===== src/common/nibble_cpu_pkg.sv =====
package nibble_cpu_pkg;

    // vector types with a meaning
    typedef logic [31:0] word_t;
    typedef logic [31:0] addr_t;
    typedef logic [3:0]  nibble_t;
    typedef logic [4:0]  reg_idx_t;
    typedef logic [2:0]  nibble_idx_t;

    typedef enum logic [2:0] {
        add,
        sub,
        and_op,
        or_op,
        xor_op
    } alu_op_t;

    typedef enum logic [2:0] {
        reset_st,
        instr_fetch,
        decode,
        execute,
        writeback,
        error_st
    } cpu_state_t;

    // memory map
    localparam int unsigned ram_words        = 256;
    localparam addr_t       ram_bytes        = addr_t'(ram_words * 4);
    localparam addr_t       reset_pc         = 32'h0000_0000;
    localparam addr_t       reg_base         = 32'h0000_1000;
    localparam addr_t       reg_window_bytes = 32'd128;

    // opcodes and function fields
    localparam logic [6:0] opcode_op_imm = 7'h13;
    localparam logic [6:0] opcode_op     = 7'h33;
    localparam logic [2:0] f3_add_sub    = 3'b000;
    localparam logic [2:0] f3_xor        = 3'b100;
    localparam logic [2:0] f3_or         = 3'b110;
    localparam logic [2:0] f3_and        = 3'b111;
    localparam logic [6:0] f7_base       = 7'h00;
    localparam logic [6:0] f7_sub        = 7'h20;

    localparam int unsigned nibbles_per_word = 8;

    // AXI responses
    localparam logic [1:0] resp_okay   = 2'b00;
    localparam logic [1:0] resp_slverr = 2'b10;

endpackage


===== src/control/control.sv =====
`timescale 1ns/1ps

module control (
    input  logic                     clk,
    input  logic                     rst_n,
    input  logic                     run,
    output nibble_cpu_pkg::addr_t    fetch_addr,
    input  nibble_cpu_pkg::word_t    fetch_data,
    output nibble_cpu_pkg::reg_idx_t rs1_idx,
    output nibble_cpu_pkg::reg_idx_t rs2_idx,
    input  nibble_cpu_pkg::word_t    rs1_data,
    input  nibble_cpu_pkg::word_t    rs2_data,
    output logic                     rd_we,
    output nibble_cpu_pkg::reg_idx_t rd_idx,
    output nibble_cpu_pkg::word_t    rd_data,
    output logic                     alu_start,
    output nibble_cpu_pkg::alu_op_t  alu_op,
    output nibble_cpu_pkg::word_t    alu_a,
    output nibble_cpu_pkg::word_t    alu_b,
    input  nibble_cpu_pkg::word_t    alu_result,
    input  logic                     alu_done,
    output logic                     retire,
    output nibble_cpu_pkg::addr_t    retire_pc,
    output logic                     illegal
);

    localparam nibble_cpu_pkg::nibble_idx_t last_cycle =
        nibble_cpu_pkg::nibble_idx_t'(nibble_cpu_pkg::nibbles_per_word - 1);

    nibble_cpu_pkg::cpu_state_t  state;
    nibble_cpu_pkg::addr_t       pc;
    nibble_cpu_pkg::word_t       instr_q, imm;
    nibble_cpu_pkg::nibble_idx_t exec_cnt;
    nibble_cpu_pkg::alu_op_t     op_q, dec_op;
    logic                        use_imm_q, dec_use_imm, dec_legal, f3_ok;
    logic [6:0]                  opcode, funct7;
    logic [2:0]                  funct3;

    // decode straight from the fetched word
    assign opcode = fetch_data[6:0];
    assign funct3 = fetch_data[14:12];
    assign funct7 = fetch_data[31:25];

    always_comb begin
        dec_op      = nibble_cpu_pkg::add;
        dec_use_imm = 1'b0;
        dec_legal   = 1'b0;
        f3_ok       = 1'b1;
        case (funct3)
            nibble_cpu_pkg::f3_add_sub: dec_op = nibble_cpu_pkg::add;
            nibble_cpu_pkg::f3_xor:     dec_op = nibble_cpu_pkg::xor_op;
            nibble_cpu_pkg::f3_or:      dec_op = nibble_cpu_pkg::or_op;
            nibble_cpu_pkg::f3_and:     dec_op = nibble_cpu_pkg::and_op;
            default:                    f3_ok = 1'b0;
        endcase
        if (opcode == nibble_cpu_pkg::opcode_op_imm) begin
            dec_use_imm = 1'b1;
            dec_legal   = f3_ok;
        end else if (opcode == nibble_cpu_pkg::opcode_op) begin
            if (funct7 == nibble_cpu_pkg::f7_sub && funct3 == nibble_cpu_pkg::f3_add_sub) begin
                dec_op    = nibble_cpu_pkg::sub;
                dec_legal = 1'b1;
            end else begin
                dec_legal = f3_ok && funct7 == nibble_cpu_pkg::f7_base;
            end
        end
    end

    always_ff @(posedge clk) begin
        if (!rst_n) begin
            state    <= nibble_cpu_pkg::reset_st;
            pc       <= nibble_cpu_pkg::reset_pc;
            exec_cnt <= '0;
            illegal  <= 1'b0;
        end else begin
            case (state)
                nibble_cpu_pkg::reset_st: begin
                    if (run) begin
                        state <= nibble_cpu_pkg::instr_fetch;
                    end
                end
                nibble_cpu_pkg::instr_fetch: state <= nibble_cpu_pkg::decode;
                nibble_cpu_pkg::decode: begin
                    exec_cnt <= '0;
                    if (dec_legal) begin
                        state <= nibble_cpu_pkg::execute;
                    end else begin
                        state   <= nibble_cpu_pkg::error_st;
                        illegal <= 1'b1;
                    end
                end
                nibble_cpu_pkg::execute: begin
                    exec_cnt <= exec_cnt + 3'd1;
                    if (exec_cnt == last_cycle) begin
                        state <= nibble_cpu_pkg::writeback;
                    end
                end
                nibble_cpu_pkg::writeback: begin
                    pc <= pc + 32'd4;
                    // run low parks the core between instructions
                    state <= run ? nibble_cpu_pkg::instr_fetch : nibble_cpu_pkg::reset_st;
                end
                default: state <= nibble_cpu_pkg::error_st;
            endcase
        end
    end

    always_ff @(posedge clk) begin
        if (state == nibble_cpu_pkg::decode) begin
            instr_q   <= fetch_data;
            op_q      <= dec_op;
            use_imm_q <= dec_use_imm;
        end
    end

    assign imm        = {{20{instr_q[31]}}, instr_q[31:20]};
    assign fetch_addr = pc;

    // register indices go out during decode so operands land in execute
    assign rs1_idx = (state == nibble_cpu_pkg::decode) ? fetch_data[19:15] : instr_q[19:15];
    assign rs2_idx = (state == nibble_cpu_pkg::decode) ? fetch_data[24:20] : instr_q[24:20];

    assign alu_start = state == nibble_cpu_pkg::execute && exec_cnt == '0;
    assign alu_op    = op_q;
    assign alu_a     = rs1_data;
    assign alu_b     = use_imm_q ? imm : rs2_data;

    assign rd_we     = state == nibble_cpu_pkg::writeback && alu_done;
    assign rd_idx    = instr_q[11:7];
    assign rd_data   = alu_result;
    assign retire    = state == nibble_cpu_pkg::writeback;
    assign retire_pc = pc;

endmodule


===== config.mk =====
export PLATFORM = sky130hd
export DESIGN_NAME = control
export DESIGN_NICKNAME = d
export VERILOG_FILES = /design/src/common/nibble_cpu_pkg.sv /design/src/control/control.sv
export SDC_FILE = /design/constraint.sdc
export NUM_CORES = 1
export LEC_CHECK = 0
export ABC_CLOCK_PERIOD_IN_PS = 3510
export BUFFER_PORTS_ARGS = -buffer_cell sky130_fd_sc_hd__buf_2
export CAP_MARGIN = 30
export CELL_PAD_IN_SITES_DETAIL_PLACEMENT = 1
export CELL_PAD_IN_SITES_GLOBAL_PLACEMENT = 1
export CORE_MARGIN = 4
export CORE_UTILIZATION = 27
export DETAILED_ROUTE_END_ITERATION = 10
export GPL_TIMING_DRIVEN = 0
export PLACE_DENSITY = 0.83
export SYNTH_ARGS = -nofsm -noshare
export SYNTH_HDL_FRONTEND = slang
export SYNTH_SLANG_ARGS = --single-unit

===== constraint.sdc =====
create_clock -name clk -period 3.51 [get_ports clk]
set_input_delay 0.5265 -clock clk [delete_from_list [all_inputs] [get_ports clk]]
set_output_delay 0.5265 -clock clk [all_outputs]
set_load 0.01 [all_outputs]

Yosys cells after proc, flatten, opt, wreduce, memory -nomap -nowiden
Index checks and enable logic that the tools add are counted.

Bits of input ports: 132. Bits in registers: 75.

Reductions and logical operators: 12. Muxes and demuxes: 18. Add/sub/neg operators: 2. Bitwise logic cells: 1. Equality and inequality tests: 13.

Operators with widths (number): adder 32 x 3 -> 32 bit (second input constant) (1); 2-to-1 mux 32 bit (1); 2-to-1 mux 3 bit (6); == test 3 bit (second input constant) (5); case mux 3 bit (5 select lines) (1); == test 7 x 6 -> 1 bit (second input constant) (2); 2-to-1 mux 5 bit (2); logical NOT 3 bit (3); case mux 3 bit (3 select lines) (1); == test 7 x 5 -> 1 bit (second input constant) (1); logical NOT 7 bit (1); == test 3 x 2 -> 1 bit (second input constant) (2); 2-to-1 mux 1 bit (6); case mux 3 bit (2 select lines) (1); logical AND 1 bit (4); inequality test 2 bit (second input constant) (2); AND reduction 2 bit (2); OR reduction 4 bit (1); adder 3 x 1 -> 3 bit (second input constant) (1); == test 3 x 1 -> 1 bit (second input constant) (1); nonzero test 2 bit (1); NOT 1 bit (1).

Depth between registers and ports, before layout
Gate-level depths: netlist of run 1.

Word-level depth: 9. Depth in mapped cells: 7. Depth with buffers taken out: 6.

Worst setup path after synthesis of run 1
No wires, ideal clock.

Path type: reg-to-output. Start point: reg state[1]. End point: out rs1_idx[0]. Path buffers: 1. Arrival time: 2.321 ns. Cell stages (with the launch flop): 5. Required time: 2.984 ns. Path slack: 0.663 ns. Cell sequence: dfxtp_1 > or2b_1 > nor2_1 > clkbuf_1 > mux2_2.

Word-level cells in the longest chain between the ends: 2.

RTL lines: start: declaration (line control.sv:30) `nibble_cpu_pkg::cpu_state_t state;`; start signal: assignment (line control.sv:71) `state <= nibble_cpu_pkg::reset_st;`; start signal: assignment (line control.sv:79) `state <= nibble_cpu_pkg::instr_fetch;`; start signal: assignment (line control.sv:82) `nibble_cpu_pkg::instr_fetch: state <= nibble_cpu_pkg::decode;`; == test 3 x 2 -> 1 bit (line control.sv:120) `assign rs1_idx = (state == nibble_cpu_pkg::decode) ? fetch_data[19:15] : instr_q[19:15];`; 2-to-1 mux 5 bit (line control.sv:120); end: declaration (line control.sv:9) `output nibble_cpu_pkg::reg_idx_t rs1_idx,`.

Every way passes these cells.

Worst setup path in the final report of run 1
Start point: reg state[1]. End point: out rs2_idx[1].

Word-level cells in the longest chain between the ends: 2.

RTL lines: == test 3 x 2 -> 1 bit (line control.sv:121) `assign rs2_idx = (state == nibble_cpu_pkg::decode) ? fetch_data[24:20] : instr_q[24:20];`; 2-to-1 mux 5 bit (line control.sv:121); end: declaration (line control.sv:10) `output nibble_cpu_pkg::reg_idx_t rs2_idx,`.

Every way passes these cells.

==> impl_results.md, run 1 <==
- Clock latency on the worst-skew pair: roughly 0.32 ns
- Worst min-delay path class: in2reg
- Syn-to-layout area delta: 45.87%
- Period Utilization, post-route: between 90% and 100%
- Total CTS buffers: 9
- HPWL after detailed placement: roughly 12,000 µm
- Tmin final: between 3 and 4 ns
- Crit Path Class: reg2out
- Fin. Hold Viols: 0
- Cells after Synth: 433
- Max Cap Viol: 0
- Number of fill cells: 1,755
- Top cells by area, synth: edfxtp_1 20%, buf_4 20%, dfxtp_1 19%, mux2_2 6.0%, o21ai_0 3.7%
- Clk sinks: 63
- Die Y-Extent: between 100 and 150 µm
- Outcome: complete, no violations
- Setup WS pre-CTS: roughly 0.66 ns
- Synthesis Warnings: 0
- Synth Area per Inst: around 9.1 µm²
- Clock slew at reported path FFs: 0.06 ns
- CP startpoint kind: flop
- Largest net degree at the start of global routing: 36
- Initial antenna violation count: 0
- CTS root buf: clkbuf_16
- Post-synthesis sequential area ratio: 38.81%
- CTS tree: done
- DR WL/cell: between 15 and 20 µm
- Clock Path Buffers: 2
- Cell area after synthesis: 3920 µm²
- Initial Util: 27.92%
- Total Die Area: ~17,000 µm²
- Final net count: between 800 and 900
- Gates resized, CTS repair: 0
- Initial DRC count: roughly 150
- RSZ-0062 raised after global routing: no
- GR Util All Layers: between 15 and 20%
- Layout cells sized above 1: a little under three fifths
- GRT overflow: 0
- Final setup violation count: 0
- Via-per-instance ratio: around 4.5
- Row count: 43
- Clk_skew: between 0.007 and 0.008 ns
- Hold slack: roughly 0.38 ns
- Crit Path Max Fanout: 35
- Remaining antenna violation count after routing: 0
- First-pass GRT wire length: about 21,000 µm
- Share of the synthesized area in the top cell type: between 10% and 20%
- Worst Path Required: just under 3 ns
- Asr flop ratio synth: 0%
- Final wirelength: ~15,000 µm
- Yosys cell types: 38
- Postcts setup bufs: 0
- Sum of negative setup slack: 0 ns
- #FFs+latches synth: 63
- DIE WIDTH: approximately 130 µm
- Highest-delay cell along the critical path: clkbuf_2
- Hold-fix buffers, CTS: 0
- Pins over their slew limit: 0
- CP cell instances: or2b_1 > nor2_1 > clkbuf_2 > mux2_2 > buf_2
- Level count of the clock H-tree: 3
- Crit path largest cell delay: between 0.7 and 0.8 ns
- First-pass DRT Iterations: 4
- Core Area: between 10,000 and 15,000 µm²
- GP Congestion: 0.7927
- Vias in the first global route: roughly 4,000
- FMAX: approximately 0.31 GHz
- Power Dens Cells: approximately 380 nW/µm²
- Dominant cell type by area after synthesis: edfxtp_1
- Layout Utilization: between 40% and 50%
- Most frequent cells after synthesis: 103 x buf_4, 37 x dfxtp_1, 29 x o21ai_0
- Placed cells: 860
- Slew HR: about two fifths
- Port bufs: between 200 and 250
- Critical path arrival: about 2.7 ns
- Setup crit end kind: primary output
- Leak: 2.825 nW
- # IOs: 314
- Finished Layout Cells: a little under 900
- Setup ws final: between 0.3 and 0.4 ns
- Predominant post-synthesis flop cell: dfxtp_1
- DRC viols: 0
- Routed vias: ~4,000
- # diodes: 0
- Worst-Margin Slew: roughly 0.87 ns
- Post-synth EDFFs: 26
- Most used standard cell by instance count after synthesis: buf_4
- VDD IR max: between 0.2 and 0.25 mV
[metal layers]
| metal | GRT usage, % | share of wire, % |
|---|---|---|
| met5 | 0 | 0 |
| met4 | 4.138 | 1.3 |
| met3 | 3.819 | 7.1 |
| met2 | 30.74 | 54 |
| met1 | 18.06 | 38 |
[power by group]
part	internal [mW]	total [mW]	switching (mW)	leakage (nW)
Sequential	0.784	0.797	0.0132	0.535
Clock	0.695	1.03	0.330	0.160
Combinational	0.168	0.332	0.164	2.13
[path summary, 6_finish.rpt]
path,endpoint,slack (ns),from,depth (start not counted)
hold / removal,instr_q[9]$_DFFE_PP_,0.38,fetch_data[9],1
setup reg to reg,fetch_addr[28]$_SDFFE_PN0N_,1.15,fetch_addr[2]$_SDFFE_PN0N_,7
hold reg to reg,exec_cnt[2]$_SDFFE_PN0P_,0.47,exec_cnt[2]$_SDFFE_PN0P_,2
setup / recovery,rs2_idx[1],0.34,state[1]$_SDFFE_PN0P_,5
[stage by stage]
step	area [µm²]	total power, mW
5_1_grt	5718	2.249
3_3_place_gp	5378	1.143
2_1_floorplan	3931	0.9969
6_report	5718	2.155
3_5_place_dp	5379	1.150
4_1_cts	5718	2.182
[state kept, by name, indices dropped and copies added (netlist names)]
register    count
instr_q        22
state           3
use_imm_q       1
exec_cnt        3
alu_op          3
illegal         1
fetch_addr     30
[critical path, delay by kind of cell (launching register included)]
kind                   cells  cell delay (ns)
DFF                        1             0.45
buffers and inverters      2             0.89
and+or+nand+nor            2             0.57
muxes                      1             0.41
[layout make-up]
class	instances	area, µm²	area share, %
Buffer	121	844.6	14.77
Sequential cell	63	1521	26.61
Timing Repair Buffer	244	1221	21.36
Clock inverter	5	106.4	1.860
Inverter	28	105.1	1.838
Multi-Input combinational cell	224	1461	25.56
Clock buffer	11	232.7	4.070
Tap cell	180	225.2	3.939
[logic make-up (layout without fill, tap and decap cells)]
group	count (synthesis)	after routing	synth area share (%)
mux	28	28	7.820
xor+xnor	10	10	2.234
buf+inv	149	409	24.19
flops	63	63	38.81
other cells	1	4	0.09566
compound gates	61	61	8.586
fa+ha+maj	4	4	1.277
simple gates	117	117	16.98
[layout by cell type (no fill, tap or decap), types with 2 or more instances in the layout]
master,Yosys,routed
conb_1,1,4
ha_1,4,4
nor4_1,7,7
clkbuf_16,0,9
nand2b_1,7,7
o21ai_0,29,29
clkbuf_1,15,16
or4_1,11,11
nand2_1,26,26
o31ai_1,10,10
or3_1,5,5
mux2_2,21,21
nor3_1,5,5
buf_2,2,246
nor3b_1,2,2
xnor2_1,5,5
dfxtp_1,37,37
xor2_1,5,5
and3_1,3,3
bufinv_16,0,3
nand4_1,10,10
edfxtp_1,26,26
and4_1,5,5
nand3_1,12,12
mux2i_1,7,7
buf_4,103,103
a21oi_1,20,20
nor2_1,14,14
inv_1,27,27
and2_1,4,4
Note: power is estimated with default switching activity, not from simulation.
==> run 2, diff against run 1 <==
==> config.mk (replaced) <==
export PLATFORM = sky130hd
export DESIGN_NAME = control
export DESIGN_NICKNAME = d
export VERILOG_FILES = /design/src/common/nibble_cpu_pkg.sv /design/src/control/control.sv
export SDC_FILE = /design/constraint.sdc
export NUM_CORES = 1
export LEC_CHECK = 0
export ABC_CLOCK_PERIOD_IN_PS = 4000
export BUFFER_PORTS_ARGS = -buffer_cell sky130_fd_sc_hd__buf_4
export CAP_MARGIN = 30
export CELL_PAD_IN_SITES_DETAIL_PLACEMENT = 1
export CELL_PAD_IN_SITES_GLOBAL_PLACEMENT = 1
export CORE_MARGIN = 4
export CORE_UTILIZATION = 29
export DETAILED_ROUTE_END_ITERATION = 10
export GPL_TIMING_DRIVEN = 0
export PLACE_DENSITY = 0.89
export SYNTH_ARGS = -nofsm -noshare
export SYNTH_HDL_FRONTEND = slang
export SYNTH_SLANG_ARGS = --single-unit
==> constraint.sdc (replaced) <==
create_clock -name clk -period 4 [get_ports clk]
set_input_delay 0.6 -clock clk [delete_from_list [all_inputs] [get_ports clk]]
set_output_delay 0.6 -clock clk [all_outputs]
set_load 0.01 [all_outputs]
==> run 2 against run 1 <==
Net effect: cell count is 0.46% lower; clock power is 20% lower; sequential power is 12% lower; via count is 1.4% higher; critical path depth stayed put; routed wire length is 5.4% higher; critical path type unchanged; clock skew is 0.0014 ns higher; largest power group unchanged; critical endpoint is now rs1_idx[3]; count of clock-buffer cells in the layout is 4 higher; hold slack better by 0.070 ns; die area is 6.5% lower.
==> impl_results.md, run 2 (same netlist as run 1, synthesis figures left out) <==
- Outcome: complete, no violations
- Clock latency on the worst-skew pair: about 0.32 ns
- Port bufs: approximately 240
- Slew HR: between 40% and 50%
- VDD IR max: roughly 0.18 mV
- Highest-delay cell along the critical path: clkbuf_2
- First-pass DRT Iterations: 5
- Sum of negative setup slack: 0 ns
- Power Dens Cells: just under 300 nW/µm²
- WHS Endpoint: instr_q[11]$_DFFE_PP_
- Clock slew at reported path FFs: approximately 0.060 ns
- DR WL/cell: approximately 18 µm
- Most common cell after layout, fill and taps aside: buf_4
- Total CTS buffers: 9
- Via-per-instance ratio: 4.597
- Clk sinks: 63
- CP startpoint kind: flop
- Final setup violation count: 0
- Postcts setup bufs: 0
- Layout cells sized above 1: a little under three fifths
- RSZ-0062 raised after global routing: no
- Clock Path Buffers: 2
- Hold-fix buffers, CTS: 0
- Crit Reg-Reg Startpoint: fetch_addr[2]$_SDFFE_PN0N_
- Fin. Hold Viols: 0
- GR Util All Layers: a little under a fifth
- GRT overflow: 0
- Core Area: between 10,000 and 15,000 µm²
- Setup crit end kind: primary output
- Crit Path Max Fanout: 35
- Most frequent cells in the layout: 347 x buf_4, 37 x dfxtp_1, 29 x o21ai_0, 27 x inv_1
- Clk_skew: roughly 0.0086 ns
- CTS root buf: clkbuf_16
- Gates resized, CTS repair: 0
- GP Congestion: 0.9371
- Level count of the clock H-tree: 3
- Tmin final: roughly 3.3 ns
- Hold slack: around 0.45 ns
- Worst-Margin Slew: between 0.8 and 0.9 ns
- Placed cells: around 860
- DRC viols: 0
- Crit path from: state[1]$_SDFFE_PN0P_
- Net Sw Frac: 23.41%
- Largest net degree at the start of global routing: 36
- Hold Crit Depth: 1
- Initial Util: 29.60%
- Pins over their slew limit: 0
- Reg2reg end: fetch_addr[28]$_SDFFE_PN0N_
- Finished Layout Cells: about 870
- DIE WIDTH: 124.3 µm
- Seq pwr share: between 30% and 40%
- Start point of the worst hold path: fetch_data[11]
- Final wirelength: ~15,000 µm
- Critical path arrival: approximately 2.7 ns
- # diodes: 0
- Syn-to-layout area delta: 60.96%
- Register-to-Register Path Depth: 7
- Die Y-Extent: between 100 and 150 µm
- HPWL after detailed placement: between 10,000 and 15,000 µm
- Period Utilization, post-route: just over 80%
- Remaining antenna violation count after routing: 0
- Clock power frac: 44.1%
- # IOs: 314
- Max FFs per register: 30
- Crit Path Class: reg2out
- Row count: 42
- Vias in the first global route: 4,140
- Initial antenna violation count: 0
- Total Die Area: 15,440 µm²
- Max Cap Viol: 0
- Worst Path Required: roughly 3.4 ns
- Final net count: a little over 800
- CP cell instances: or2b_1 > nor2_1 > clkbuf_2 > mux2_2 > buf_4
- Worst min-delay path class: in2reg
- First-pass GRT wire length: about 23,000 µm
- Routed vias: 4,009
- CTS tree: done
- Leak: just under 3 nW
- FMAX: about 0.3 GHz
- Crit path largest cell delay: between 0.7 and 0.8 ns
- Initial DRC count: around 120
- NetSw: around 0.44 mW
- Logic pwr share: 18.6%
- Int Pwr: about 1.4 mW
- R2R setup slack: ~1.7 ns
## run 2: cell types whose count changed in the layout (fill, tap and decap cells not counted)
cell	before	now
clkinv_4	1	0
clkbuf_8	0	3
bufinv_16	3	0
clkbuf_16	9	11
clkinv_2	0	1
buf_2	246	2
buf_4	103	347
clkinvlp_4	1	0
clkbuf_1	16	15
## run 2: layer usage
metal	global-route usage [%]	routed length (µm)	vias to the layer above
li1	-	-	1911
met5	0	0	-
met4	4.836	327	0
met2	36.32	8421	175
met1	20.23	5736	1900
met3	4.117	920	23
## run 2: worst max-delay path by stage
stage                             to  slack [ns]
final                     rs1_idx[3]        0.68
after global routing      rs1_idx[3]        0.51
after CTS                 rs1_idx[3]        0.65
after detailed placement  rs2_idx[3]        1.01
after global placement    rs2_idx[3]        0.36
after floorplan           rs1_idx[0]        1.08
## run 2: per-stage QoR
step           total power [mW]  util (%)  setup WS (ns)  cell area, µm²
2_1_floorplan            0.8748         -          1.079            3931
3_5_place_dp              1.066     45.19          1.012            5984
3_3_place_gp              1.054     45.18         0.3630            5983
6_report                  1.875     47.65         0.6803            6310
5_1_grt                   1.950     47.65         0.5111            6310
4_1_cts                   1.898     47.65         0.6499            6310
## run 2: final cells by class
cell class / count / area, µm²
Multi-Input combinational cell: 224 / 1461
Clock buffer: 15 / 320.3
Inverter: 28 / 105.1
Timing Repair Buffer: 244 / 1832
Fill cell: 1549 / 6933
Sequential cell: 63 / 1521
Clock inverter: 1 / 5.005
Tap cell: 176 / 220.2
Buffer: 121 / 844.6
## run 2: power by group through the flow
| stage | Combinational (mW) | Clock [mW] | Sequential, mW |
|---|---|---|---|
| final | 0.349 | 0.826 | 0.700 |
| after global routing | 0.376 | 0.874 | 0.701 |
| after CTS | 0.354 | 0.844 | 0.700 |
| after detailed placement | 0.352 | 0 | 0.713 |
| after global placement | 0.341 | 0 | 0.713 |
| after floorplan | 0.163 | 0 | 0.712 |
## run 2: worst max-delay path, delay by kind of cell, from the launching register on
family                 cells  cell delay, ns
buffers and inverters      2            0.89
and+or+nand+nor            2            0.61
DFF                        1            0.46
muxes                      1            0.43
